`src/source/float_pkg.sv`:
```
package float_pkg;

  // IEEE 754 single-precision fields
  typedef logic [31:0] float_t;
  typedef logic [7:0]  exp_t;
  typedef logic [22:0] mant_t;
  typedef logic [23:0] sig_t;                   // Fraction with hidden bit

  localparam exp_t EXP_BIAS = 8'd127;
  localparam exp_t EXP_MAX  = 8'd255;           // Inf and NaN exponent

  localparam float_t QNAN    = 32'h7FC0_0000;   // Canonical quiet NaN
  localparam float_t POS_INF = 32'h7F80_0000;

  localparam int FP_LATENCY = 2;                // Pipeline depth of every unit

  // Counts leading zeros of a 32-bit word and gives 32 for zero
  function automatic logic [5:0] lead_zeros(input float_t v);
    logic [5:0] n;
    n = 6'd32;
    for (int i = 0; i < 32; i++) begin
      if (v[i]) begin
        n = 6'(31 - i);                         // Highest set bit wins
      end
    end
    return n;
  endfunction

endpackage

```
`src/source/fpu_pkg.sv`:
```
package fpu_pkg;

  // Function codes as seen on func_i
  typedef logic [2:0] func_t;

  localparam func_t FPU_CVTIS = 3'd0;  // Int to float
  localparam func_t FPU_CVTSI = 3'd1;  // Float to int
  localparam func_t FPU_SQRT  = 3'd2;  // Not implemented
  localparam func_t FPU_NEG   = 3'd3;
  localparam func_t FPU_ADD   = 3'd4;
  localparam func_t FPU_SUB   = 3'd5;  // Bit 0 selects subtract in the adder
  localparam func_t FPU_MUL   = 3'd6;
  localparam func_t FPU_DIV   = 3'd7;  // Not implemented

endpackage

```
`src/source/fp_addsub.sv`:
```
`timescale 1ns/100ps

module fp_addsub (
  input  logic              clk_i,
  input  logic              rst_n_i,
  input  float_pkg::float_t a_i,
  input  float_pkg::float_t b_i,
  input  logic              sub_i,
  output float_pkg::float_t result_o,
  output logic              overflow_o,
  output logic              underflow_o,
  output logic              nan_o
);

  float_pkg::exp_t  a_exp;
  float_pkg::exp_t  b_exp;
  float_pkg::mant_t a_man;
  float_pkg::mant_t b_man;
  logic             a_sign;
  logic             b_sign;
  logic             a_inf;
  logic             b_inf;
  logic             a_nan;
  logic             b_nan;
  float_pkg::sig_t  a_sig;
  float_pkg::sig_t  b_sig;
  logic [30:0]      a_mag;
  logic [30:0]      b_mag;

  logic             big_sign;
  float_pkg::exp_t  big_exp;
  float_pkg::sig_t  big_sig;
  float_pkg::sig_t  small_sig;
  float_pkg::exp_t  exp_diff;
  logic [26:0]      small_ext;
  logic [26:0]      small_shift;
  logic             sticky;

  logic             s1_sign;
  float_pkg::exp_t  s1_exp;
  logic [26:0]      s1_big;
  logic [26:0]      s1_small;
  logic             s1_sub;
  logic             s1_nan;
  logic             s1_inf;
  logic             s1_inf_sign;

  logic [27:0]        sum;
  logic [5:0]         lz;
  logic [27:0]        norm;
  logic signed [9:0]  exp_res;
  float_pkg::float_t  res_d;
  logic               ovf_d;
  logic               unf_d;
  logic               nan_d;

  assign a_sign = a_i[31];
  assign b_sign = b_i[31] ^ sub_i;               // Subtract adds the negated operand
  assign a_exp  = a_i[30:23];
  assign b_exp  = b_i[30:23];
  assign a_man  = a_i[22:0];
  assign b_man  = b_i[22:0];
  assign a_inf  = (a_exp == float_pkg::EXP_MAX) && (a_man == '0);
  assign b_inf  = (b_exp == float_pkg::EXP_MAX) && (b_man == '0);
  assign a_nan  = (a_exp == float_pkg::EXP_MAX) && (a_man != '0);
  assign b_nan  = (b_exp == float_pkg::EXP_MAX) && (b_man != '0);
  assign a_sig  = (a_exp == '0) ? '0 : {1'b1, a_man};  // Denormals read as zero
  assign b_sig  = (b_exp == '0) ? '0 : {1'b1, b_man};
  assign a_mag  = (a_exp == '0) ? '0 : a_i[30:0];
  assign b_mag  = (b_exp == '0) ? '0 : b_i[30:0];

  // Order by magnitude, then align the smaller significand
  always_comb begin
    if (b_mag > a_mag) begin
      big_sign  = b_sign;
      big_exp   = b_exp;
      big_sig   = b_sig;
      small_sig = a_sig;
      exp_diff  = b_exp - a_exp;
    end else begin
      big_sign  = a_sign;
      big_exp   = a_exp;
      big_sig   = a_sig;
      small_sig = b_sig;
      exp_diff  = a_exp - b_exp;
    end
    small_ext = {small_sig, 3'b000};
    if (exp_diff > 8'd26) begin
      small_shift = '0;
      sticky      = |small_sig;
    end else begin
      small_shift = small_ext >> exp_diff[4:0];
      sticky      = |(small_ext & ~({27{1'b1}} << exp_diff[4:0]));
    end
  end

  always_ff @(posedge clk_i or negedge rst_n_i) begin
    if (!rst_n_i) begin
      s1_sign     <= 1'b0;
      s1_exp      <= '0;
      s1_big      <= '0;
      s1_small    <= '0;
      s1_sub      <= 1'b0;
      s1_nan      <= 1'b0;
      s1_inf      <= 1'b0;
      s1_inf_sign <= 1'b0;
    end else begin
      s1_sign     <= big_sign;
      s1_exp      <= big_exp;
      s1_big      <= {big_sig, 3'b000};
      s1_small    <= {small_shift[26:1], small_shift[0] | sticky};
      s1_sub      <= a_sign ^ b_sign;
      s1_nan      <= a_nan | b_nan | (a_inf & b_inf & (a_sign ^ b_sign));
      s1_inf      <= a_inf | b_inf;
      s1_inf_sign <= a_inf ? a_sign : b_sign;
    end
  end

  // Stage two adds, normalizes and truncates
  always_comb begin
    if (s1_sub) begin
      sum = {1'b0, s1_big} - {1'b0, s1_small};   // Never negative since big is larger
    end else begin
      sum = {1'b0, s1_big} + {1'b0, s1_small};
    end
    lz      = float_pkg::lead_zeros({sum, 4'b0000});
    norm    = sum << lz[4:0];
    exp_res = {2'b00, s1_exp} + 10'd1 - {4'b0000, lz};
    res_d   = {s1_sign, exp_res[7:0], norm[26:4]};
    ovf_d   = 1'b0;
    unf_d   = 1'b0;
    nan_d   = 1'b0;
    if (s1_nan) begin
      res_d = float_pkg::QNAN;
      nan_d = 1'b1;
    end else if (s1_inf) begin
      res_d = {s1_inf_sign, float_pkg::POS_INF[30:0]};
    end else if (sum == '0) begin
      res_d = '0;                                // Exact cancellation gives +0
    end else if (exp_res >= $signed({2'b00, float_pkg::EXP_MAX})) begin
      res_d = {s1_sign, float_pkg::POS_INF[30:0]};
      ovf_d = 1'b1;
    end else if (exp_res <= 10'sd0) begin
      res_d = {s1_sign, 31'b0};
      unf_d = 1'b1;
    end
  end

  always_ff @(posedge clk_i or negedge rst_n_i) begin
    if (!rst_n_i) begin
      result_o    <= '0;
      overflow_o  <= 1'b0;
      underflow_o <= 1'b0;
      nan_o       <= 1'b0;
    end else begin
      result_o    <= res_d;
      overflow_o  <= ovf_d;
      underflow_o <= unf_d;
      nan_o       <= nan_d;
    end
  end

endmodule

```
`src/source/fp_mult.sv`:
```
`timescale 1ns/100ps

module fp_mult (
  input  logic              clk_i,
  input  logic              rst_n_i,
  input  float_pkg::float_t a_i,
  input  float_pkg::float_t b_i,
  output float_pkg::float_t result_o,
  output logic              overflow_o,
  output logic              underflow_o,
  output logic              nan_o
);

  float_pkg::exp_t   a_exp;
  float_pkg::exp_t   b_exp;
  logic              a_zero;
  logic              b_zero;
  logic              a_inf;
  logic              b_inf;
  logic              a_nan;
  logic              b_nan;
  float_pkg::sig_t   a_sig;
  float_pkg::sig_t   b_sig;
  logic signed [9:0] exp_sum;

  logic              s1_sign;
  logic signed [9:0] s1_exp;
  logic [47:0]       s1_prod;
  logic              s1_nan;
  logic              s1_inf;
  logic              s1_zero;

  logic signed [9:0] norm_exp;
  float_pkg::mant_t  norm_mant;
  float_pkg::float_t res_d;
  logic              ovf_d;
  logic              unf_d;
  logic              nan_d;

  assign a_exp  = a_i[30:23];
  assign b_exp  = b_i[30:23];
  assign a_zero = (a_exp == '0);                 // Denormals count as zero
  assign b_zero = (b_exp == '0);
  assign a_inf  = (a_exp == float_pkg::EXP_MAX) && (a_i[22:0] == '0);
  assign b_inf  = (b_exp == float_pkg::EXP_MAX) && (b_i[22:0] == '0);
  assign a_nan  = (a_exp == float_pkg::EXP_MAX) && (a_i[22:0] != '0);
  assign b_nan  = (b_exp == float_pkg::EXP_MAX) && (b_i[22:0] != '0);
  assign a_sig  = a_zero ? '0 : {1'b1, a_i[22:0]};
  assign b_sig  = b_zero ? '0 : {1'b1, b_i[22:0]};
  assign exp_sum = {2'b00, a_exp} + {2'b00, b_exp} - {2'b00, float_pkg::EXP_BIAS};

  always_ff @(posedge clk_i or negedge rst_n_i) begin
    if (!rst_n_i) begin
      s1_sign <= 1'b0;
      s1_exp  <= '0;
      s1_prod <= '0;
      s1_nan  <= 1'b0;
      s1_inf  <= 1'b0;
      s1_zero <= 1'b0;
    end else begin
      s1_sign <= a_i[31] ^ b_i[31];
      s1_exp  <= exp_sum;
      s1_prod <= a_sig * b_sig;
      s1_nan  <= a_nan | b_nan | (a_inf & b_zero) | (a_zero & b_inf);
      s1_inf  <= a_inf | b_inf;
      s1_zero <= a_zero | b_zero;
    end
  end

  // Product lies in [1,4), so at most one place of normalization
  always_comb begin
    if (s1_prod[47]) begin
      norm_exp  = s1_exp + 10'sd1;
      norm_mant = s1_prod[46:24];
    end else begin
      norm_exp  = s1_exp;
      norm_mant = s1_prod[45:23];
    end
    res_d = {s1_sign, norm_exp[7:0], norm_mant};
    ovf_d = 1'b0;
    unf_d = 1'b0;
    nan_d = 1'b0;
    if (s1_nan) begin
      res_d = float_pkg::QNAN;
      nan_d = 1'b1;
    end else if (s1_inf) begin
      res_d = {s1_sign, float_pkg::POS_INF[30:0]};
    end else if (s1_zero) begin
      res_d = {s1_sign, 31'b0};
    end else if (norm_exp >= $signed({2'b00, float_pkg::EXP_MAX})) begin
      res_d = {s1_sign, float_pkg::POS_INF[30:0]};
      ovf_d = 1'b1;
    end else if (norm_exp <= 10'sd0) begin
      res_d = {s1_sign, 31'b0};                  // Flush to zero
      unf_d = 1'b1;
    end
  end

  always_ff @(posedge clk_i or negedge rst_n_i) begin
    if (!rst_n_i) begin
      result_o    <= '0;
      overflow_o  <= 1'b0;
      underflow_o <= 1'b0;
      nan_o       <= 1'b0;
    end else begin
      result_o    <= res_d;
      overflow_o  <= ovf_d;
      underflow_o <= unf_d;
      nan_o       <= nan_d;
    end
  end

endmodule

```
`src/source/fp_convert.sv`:
```
`timescale 1ns/100ps

module fp_convert (
  input  logic              clk_i,
  input  logic              rst_n_i,
  input  float_pkg::float_t a_i,
  input  fpu_pkg::func_t    func_i,
  output float_pkg::float_t result_o
);

  fpu_pkg::func_t    s1_func;
  float_pkg::float_t s1_a;
  float_pkg::float_t s1_abs;
  float_pkg::exp_t   s1_exp;
  float_pkg::sig_t   s1_sig;

  logic [5:0]        lz;
  float_pkg::float_t norm;
  float_pkg::exp_t   cvtis_exp;
  float_pkg::float_t cvtis_res;
  logic signed [9:0] unb_exp;
  float_pkg::float_t mag;
  float_pkg::float_t cvtsi_res;
  float_pkg::float_t res_d;

  always_ff @(posedge clk_i or negedge rst_n_i) begin
    if (!rst_n_i) begin
      s1_func <= '0;
      s1_a    <= '0;
      s1_abs  <= '0;
      s1_exp  <= '0;
      s1_sig  <= '0;
    end else begin
      s1_func <= func_i;
      s1_a    <= a_i;
      s1_abs  <= a_i[31] ? -a_i : a_i;           // Magnitude of the signed integer
      s1_exp  <= a_i[30:23];
      s1_sig  <= (a_i[30:23] == '0) ? '0 : {1'b1, a_i[22:0]};
    end
  end

  // Integer to float with the low bits truncated
  always_comb begin
    lz        = float_pkg::lead_zeros(s1_abs);
    norm      = s1_abs << lz[4:0];
    cvtis_exp = float_pkg::EXP_BIAS + 8'd31 - {2'b00, lz};
    if (s1_abs == '0) begin
      cvtis_res = '0;
    end else begin
      cvtis_res = {s1_a[31], cvtis_exp, norm[30:8]};
    end
  end

  // Float to integer truncated toward zero
  always_comb begin
    unb_exp = {2'b00, s1_exp} - {2'b00, float_pkg::EXP_BIAS};
    if (unb_exp >= 10'sd23) begin
      mag = {8'b0, s1_sig} << (unb_exp[4:0] - 5'd23);
    end else begin
      mag = {8'b0, s1_sig} >> (5'd23 - unb_exp[4:0]);
    end
    if ((s1_exp == float_pkg::EXP_MAX) && (s1_sig[22:0] != '0)) begin
      cvtsi_res = '0;                            // NaN converts to zero
    end else if (unb_exp < 10'sd0) begin
      cvtsi_res = '0;
    end else if (unb_exp >= 10'sd31) begin
      cvtsi_res = s1_a[31] ? 32'h8000_0000 : 32'h7FFF_FFFF;
    end else begin
      cvtsi_res = s1_a[31] ? -mag : mag;
    end
  end

  always_comb begin
    case (s1_func)
      fpu_pkg::FPU_CVTIS: res_d = cvtis_res;
      fpu_pkg::FPU_CVTSI: res_d = cvtsi_res;
      fpu_pkg::FPU_NEG:   res_d = {~s1_a[31], s1_a[30:0]};
      default:            res_d = '0;
    endcase
  end

  always_ff @(posedge clk_i or negedge rst_n_i) begin
    if (!rst_n_i) begin
      result_o <= '0;
    end else begin
      result_o <= res_d;
    end
  end

endmodule

```
`src/source/fpu_control.sv`:
```
`timescale 1ns/100ps

module fpu_control (
  input  logic              clk_i,
  input  logic              rst_n_i,
  input  fpu_pkg::func_t    func_i,
  input  float_pkg::float_t addsub_result_i,
  input  logic              addsub_overflow_i,
  input  logic              addsub_underflow_i,
  input  logic              addsub_nan_i,
  input  float_pkg::float_t mult_result_i,
  input  logic              mult_overflow_i,
  input  logic              mult_underflow_i,
  input  logic              mult_nan_i,
  input  float_pkg::float_t convert_result_i,
  output float_pkg::float_t out_o,
  output logic              overflow_o,
  output logic              underflow_o,
  output logic              nan_o,
  output logic              divzero_o
);

  fpu_pkg::func_t func_q [float_pkg::FP_LATENCY];
  fpu_pkg::func_t func_sel;

  // Code follows its operands down the unit pipelines
  always_ff @(posedge clk_i or negedge rst_n_i) begin
    if (!rst_n_i) begin
      for (int i = 0; i < float_pkg::FP_LATENCY; i++) begin
        func_q[i] <= '0;
      end
    end else begin
      func_q[0] <= func_i;
      for (int i = 1; i < float_pkg::FP_LATENCY; i++) begin
        func_q[i] <= func_q[i-1];
      end
    end
  end

  assign func_sel = func_q[float_pkg::FP_LATENCY-1];

  always_comb begin
    out_o       = '0;
    overflow_o  = 1'b0;
    underflow_o = 1'b0;
    nan_o       = 1'b0;
    case (func_sel)
      fpu_pkg::FPU_CVTIS,
      fpu_pkg::FPU_CVTSI,
      fpu_pkg::FPU_NEG: out_o = convert_result_i;  // Conversions raise no flags
      fpu_pkg::FPU_ADD,
      fpu_pkg::FPU_SUB: begin
        out_o       = addsub_result_i;
        overflow_o  = addsub_overflow_i;
        underflow_o = addsub_underflow_i;
        nan_o       = addsub_nan_i;
      end
      fpu_pkg::FPU_MUL: begin
        out_o       = mult_result_i;
        overflow_o  = mult_overflow_i;
        underflow_o = mult_underflow_i;
        nan_o       = mult_nan_i;
      end
      fpu_pkg::FPU_SQRT,
      fpu_pkg::FPU_DIV: out_o = '0;               // No sqrt or divide datapath
    endcase
  end

  assign divzero_o = 1'b0;

endmodule

```
`src/source/fpu.sv`:
```
`timescale 1ns/100ps

module fpu (
  input  logic              clk_i,
  input  logic              rst_n_i,
  input  float_pkg::float_t in1_i,
  input  float_pkg::float_t in2_i,
  input  fpu_pkg::func_t    func_i,
  output float_pkg::float_t out_o,
  output logic              overflow_o,
  output logic              underflow_o,
  output logic              nan_o,
  output logic              divzero_o
);

  float_pkg::float_t addsub_result;
  logic              addsub_overflow;
  logic              addsub_underflow;
  logic              addsub_nan;
  float_pkg::float_t mult_result;
  logic              mult_overflow;
  logic              mult_underflow;
  logic              mult_nan;
  float_pkg::float_t convert_result;

  fp_addsub u_addsub (
    .clk_i       (clk_i),
    .rst_n_i     (rst_n_i),
    .a_i         (in1_i),
    .b_i         (in2_i),
    .sub_i       (func_i[0]),                    // ADD and SUB differ in bit 0
    .result_o    (addsub_result),
    .overflow_o  (addsub_overflow),
    .underflow_o (addsub_underflow),
    .nan_o       (addsub_nan)
  );

  fp_mult u_mult (
    .clk_i       (clk_i),
    .rst_n_i     (rst_n_i),
    .a_i         (in1_i),
    .b_i         (in2_i),
    .result_o    (mult_result),
    .overflow_o  (mult_overflow),
    .underflow_o (mult_underflow),
    .nan_o       (mult_nan)
  );

  fp_convert u_convert (
    .clk_i    (clk_i),
    .rst_n_i  (rst_n_i),
    .a_i      (in2_i),                           // Unary ops take the second operand
    .func_i   (func_i),
    .result_o (convert_result)
  );

  fpu_control u_control (
    .clk_i              (clk_i),
    .rst_n_i            (rst_n_i),
    .func_i             (func_i),
    .addsub_result_i    (addsub_result),
    .addsub_overflow_i  (addsub_overflow),
    .addsub_underflow_i (addsub_underflow),
    .addsub_nan_i       (addsub_nan),
    .mult_result_i      (mult_result),
    .mult_overflow_i    (mult_overflow),
    .mult_underflow_i   (mult_underflow),
    .mult_nan_i         (mult_nan),
    .convert_result_i   (convert_result),
    .out_o              (out_o),
    .overflow_o         (overflow_o),
    .underflow_o        (underflow_o),
    .nan_o              (nan_o),
    .divzero_o          (divzero_o)
  );

endmodule

```
`config.mk`:
```
export PLATFORM = sky130hd
export DESIGN_NAME = fpu
export DESIGN_NICKNAME = d
export VERILOG_FILES = /design/src/source/float_pkg.sv /design/src/source/fpu_pkg.sv /design/src/source/fp_addsub.sv /design/src/source/fp_mult.sv /design/src/source/fp_convert.sv /design/src/source/fpu_control.sv /design/src/source/fpu.sv
export SDC_FILE = /design/constraint.sdc
export NUM_CORES = 2
export LEC_CHECK = 0
export ABC_CLOCK_PERIOD_IN_PS = 8500
export BUFFER_PORTS_ARGS = -buffer_cell sky130_fd_sc_hd__buf_2
export CAP_MARGIN = 25
export CELL_PAD_IN_SITES_DETAIL_PLACEMENT = 0
export CELL_PAD_IN_SITES_GLOBAL_PLACEMENT = 1
export CORE_ASPECT_RATIO = 1.1
export CORE_UTILIZATION = 51
export CTS_BUF_LIST = sky130_fd_sc_hd__clkbuf_4 sky130_fd_sc_hd__clkbuf_8
export CTS_CLUSTER_DIAMETER = 150
export DETAILED_ROUTE_END_ITERATION = 8
export PLACE_DENSITY = 0.83
export SLEW_MARGIN = 20
export SYNTH_ARGS = -nofsm -noshare
export SYNTH_HDL_FRONTEND = slang
export SYNTH_SLANG_ARGS = --single-unit
```
`constraint.sdc`:
```
create_clock -name clk_i -period 8.5 [get_ports clk_i]
set_clock_uncertainty 0.05 [all_clocks]
set_input_delay 0.425 -clock clk_i [delete_from_list [all_inputs] [get_ports clk_i]]
set_output_delay 0.425 -clock clk_i [all_outputs]
set_load 0.05 [all_outputs]
```
==> flow_summary.toml <==
[clock_tree]
postCtsSetupBuffers = 0
root_buffer = "clkbuf_8"
cts_tree = "yes"
clk_pin_slew_ps = 60
clk_latency_ps = 660
clock_path_buffers = 3
clock_sinks = 297
cts_inserted_buffers = 49
cts_max_level = 2

[drt]
drt_iter0_markers = 3837
via_per_inst = 5.97
routed_wl_um = 160000
firstDrtPassIters = 8
drc_errors = 0
num_vias = 38942
wl_per_cell_um = 24.5
final_antenna_net_count = 0

[cells_and_area]
design_area_mm2 = 0.0482
layout.cells.non_filler = 6524
register_area_mm2 = 0.00743
areaGrowthSynthToFinish_pct = 10.6
nets = 6208
fillers = 7959
layout-drive-gt1-share = 0.124
multi_input_area_mm2 = 0.0324

[synthesis]
ys_async_sr_fraction = 1.00
syn_inst = 5194
synthTopCellsByArea = "fa_1, dfrtp_1, ha_1"
yosysMostFrequentCell = "nand2_1"
ys_ff_latch = 297
synthTopCellsByCount = "nand2_1, inv_1, fa_1"
synthFlopType = "dfrtp_1"
netlist.top_cell.by_area = "fa_1"
yosys_warnings = 0
synth_seq_area_share = 0.170
synthDistinctLibCells = 91
synth_edf_count = 0
syn_avg_cell_area_um2 = 8.39
synth_top_cell_area_share = 0.223
synth_area_mm2 = 0.0436
synthesis.nets = 6059

[sta]
relSlewSlack = 0.262
min_period_ps = 8230
maxSlewViolCount = 0
hold_violations = 0
fmax_ghz = 0.121
finalSetupViolCount = 0
worst_slew_pin_slew_ps = 1100
timing.final.crit_share = 0.968
finalSetupTns_ps = 0
grt_setup_unrepaired = "false"

[global_route]
antenna_found_initial = 7
grt_pass1_vias = 38348
grt_pass1_wl_um = 240000
grt_overflow_total = 0
grt_max_degree = 124
grtUsageTotal = 0.372

[critical_path]
max_stage_delay_ps = 570
slowest_stage = "fa_1"
cp.arrival_ps = 8740
start_kind = "input pin"
required_ps = 9010
cp_max_fo = 37
cpMostUsedCell = "fa_1"
crit_path_end_kind = "register"
crit_type = "in -> reg"

[placement]
dpl.hpwl_um = 131000
gp_congestion = 0.975
dp.cells = 6425
dpl-instance-area_mm2 = 0.0470
port_buffers = 103

[pwr]
power.leakage_nw = 23.4
p_total_w = 0.0242
power_density_mw_per_mm2 = 502
ir_worst_vdd_uv = 1520

[hold_path]
min_path_type = "in -> reg"

[outcome]
status = "finished, final reports clean"

[die]
floorplan.initialDensity = 0.514
fp.coreArea_mm2 = 0.0848
rows = 112
pin_count = 105
die_area_mm2 = 0.0867
die_x_um = 281
die_h_um = 309

[run]
maxCapViolCount = 0
-- routing by layer --
layer  part of all wire  GRT usage  routed length (um)
met1               0.41      0.494               64900
met2               0.45      0.587               72300
met3              0.085     0.0636               13600
met4              0.058      0.188                9250
met5            0.00015          0                  24
-- through the flow --
| step | hold slack [ps] | setup slack [ps] | util |
|---|---|---|---|
| after detailed placement | 407 | -504 | 0.554 |
| final | 80.1 | 268 | 0.569 |
| after global routing | 47.3 | 38.7 | 0.569 |
| after global placement | 402 | -398 | 0.554 |
| after floorplan | 79.4 | -0.511 | - |
| after CTS | 32.9 | 154 | 0.568 |
-- flip-flops by register name, summed over array words and instances, names as in the netlist, 3 cells and up --
signal and count:
u_control.func_q 3, u_addsub.s1_exp 8, u_convert.result_o 32, u_convert.s1_abs 31
u_convert.s1_a 32, u_mult.result_o 32, u_mult.s1_prod 25, u_mult.s1_exp 10
u_addsub.s1_big 24, u_addsub.s1_small 27, u_convert.s1_sig 24, u_control.func_sel 3
u_addsub.result_o 32
-- critical path: cells and delay by family --
kind            cells  cell delay [ps]
buf+inv             5              810
simple gates        8             1980
compound gates     10             1700
xor+xnor            1              140
fa+ha+maj           8             3610
-- cells in the final DEF (no fill, tap or decap), types with 32 or more instances in the layout --
| cell type | netlist | final |
|---|---|---|
| dfrtp_1 | 297 | 295 |
| and3_1 | 87 | 85 |
| mux4_2 | 46 | 46 |
| a211oi_1 | 54 | 52 |
| a21o_1 | 42 | 42 |
| fa_1 | 486 | 485 |
| inv_1 | 703 | 699 |
| nand4_1 | 43 | 43 |
| nor4_1 | 43 | 43 |
| a21oi_1 | 211 | 207 |
| buf_4 | 2 | 296 |
| mux2i_1 | 212 | 211 |
| o31ai_1 | 35 | 34 |
| nor3_1 | 54 | 53 |
| nor2_1 | 304 | 302 |
| and2_1 | 129 | 128 |
| mux2_2 | 32 | 32 |
| xor2_1 | 46 | 45 |
| ha_1 | 310 | 308 |
| buf_2 | 16 | 102 |
| xnor2_1 | 116 | 111 |
| nand3_1 | 97 | 97 |
| nand2_1 | 779 | 776 |
| o21ai_0 | 286 | 285 |
| clkbuf_8 | 0 | 62 |
-- power breakdown --
part           switching (W)  leakage (nW)  internal (W)
Sequential          0.000220          3.64       0.00191
Combinational         0.0114          19.2       0.00923
Clock               0.000607         0.578      0.000825
-- timing repair --
item | in CTS | in global routing
endpoints found under the setup margin | 0 | 4
resized for setup | 0 | 9
hold buffers | 6 | 0
hold endpoints to repair | 111 | 0
-- cell type report --
type	instances	share of cell area
tap	1140	0.0296
antenna	5	0.000259
inverter	711	0.0555
sequential	297	0.154
timing repair buffer	420	0.0642
clock inverter	16	0.00444
clock buffer	71	0.0191
multi-input combinational	3864	0.673
-- kinds of logic (layout without fill, tap and decap cells) --
kind of cell / Yosys count / in the layout / synth area share
AO/OA/AOI/OAI: 917 / 917 / 0.134
XOR/XNOR: 162 / 162 / 0.0325
adder cells (fa/ha/maj): 798 / 798 / 0.313
buffers and inverters: 1033 / 1218 / 0.0899
flip-flops: 297 / 297 / 0.170
multiplexers: 291 / 291 / 0.0810
other: 1 / 6 / 0.0000860
AND/OR/NAND/NOR: 1695 / 1695 / 0.179
-- path summary, 6_finish.rpt --
check,from,end,slack (ps),depth (start not counted)
setup / recovery,in2_i[24],u_mult.s1_prod[47],270,32
hold / removal,in2_i[22],u_convert.s1_a[22],80,1
setup reg to reg,u_addsub.s1_big[7],u_addsub.result_o[21],820,28
hold reg to reg,u_mult.s1_sign,u_mult.result_o[31],430,1
max in group asynchronous,rst_n_i,u_convert.s1_a[23],6470,3
min in group asynchronous,rst_n_i,u_addsub.result_o[12],330,2
No activity file was read; power rests on OpenSTA's default activity.
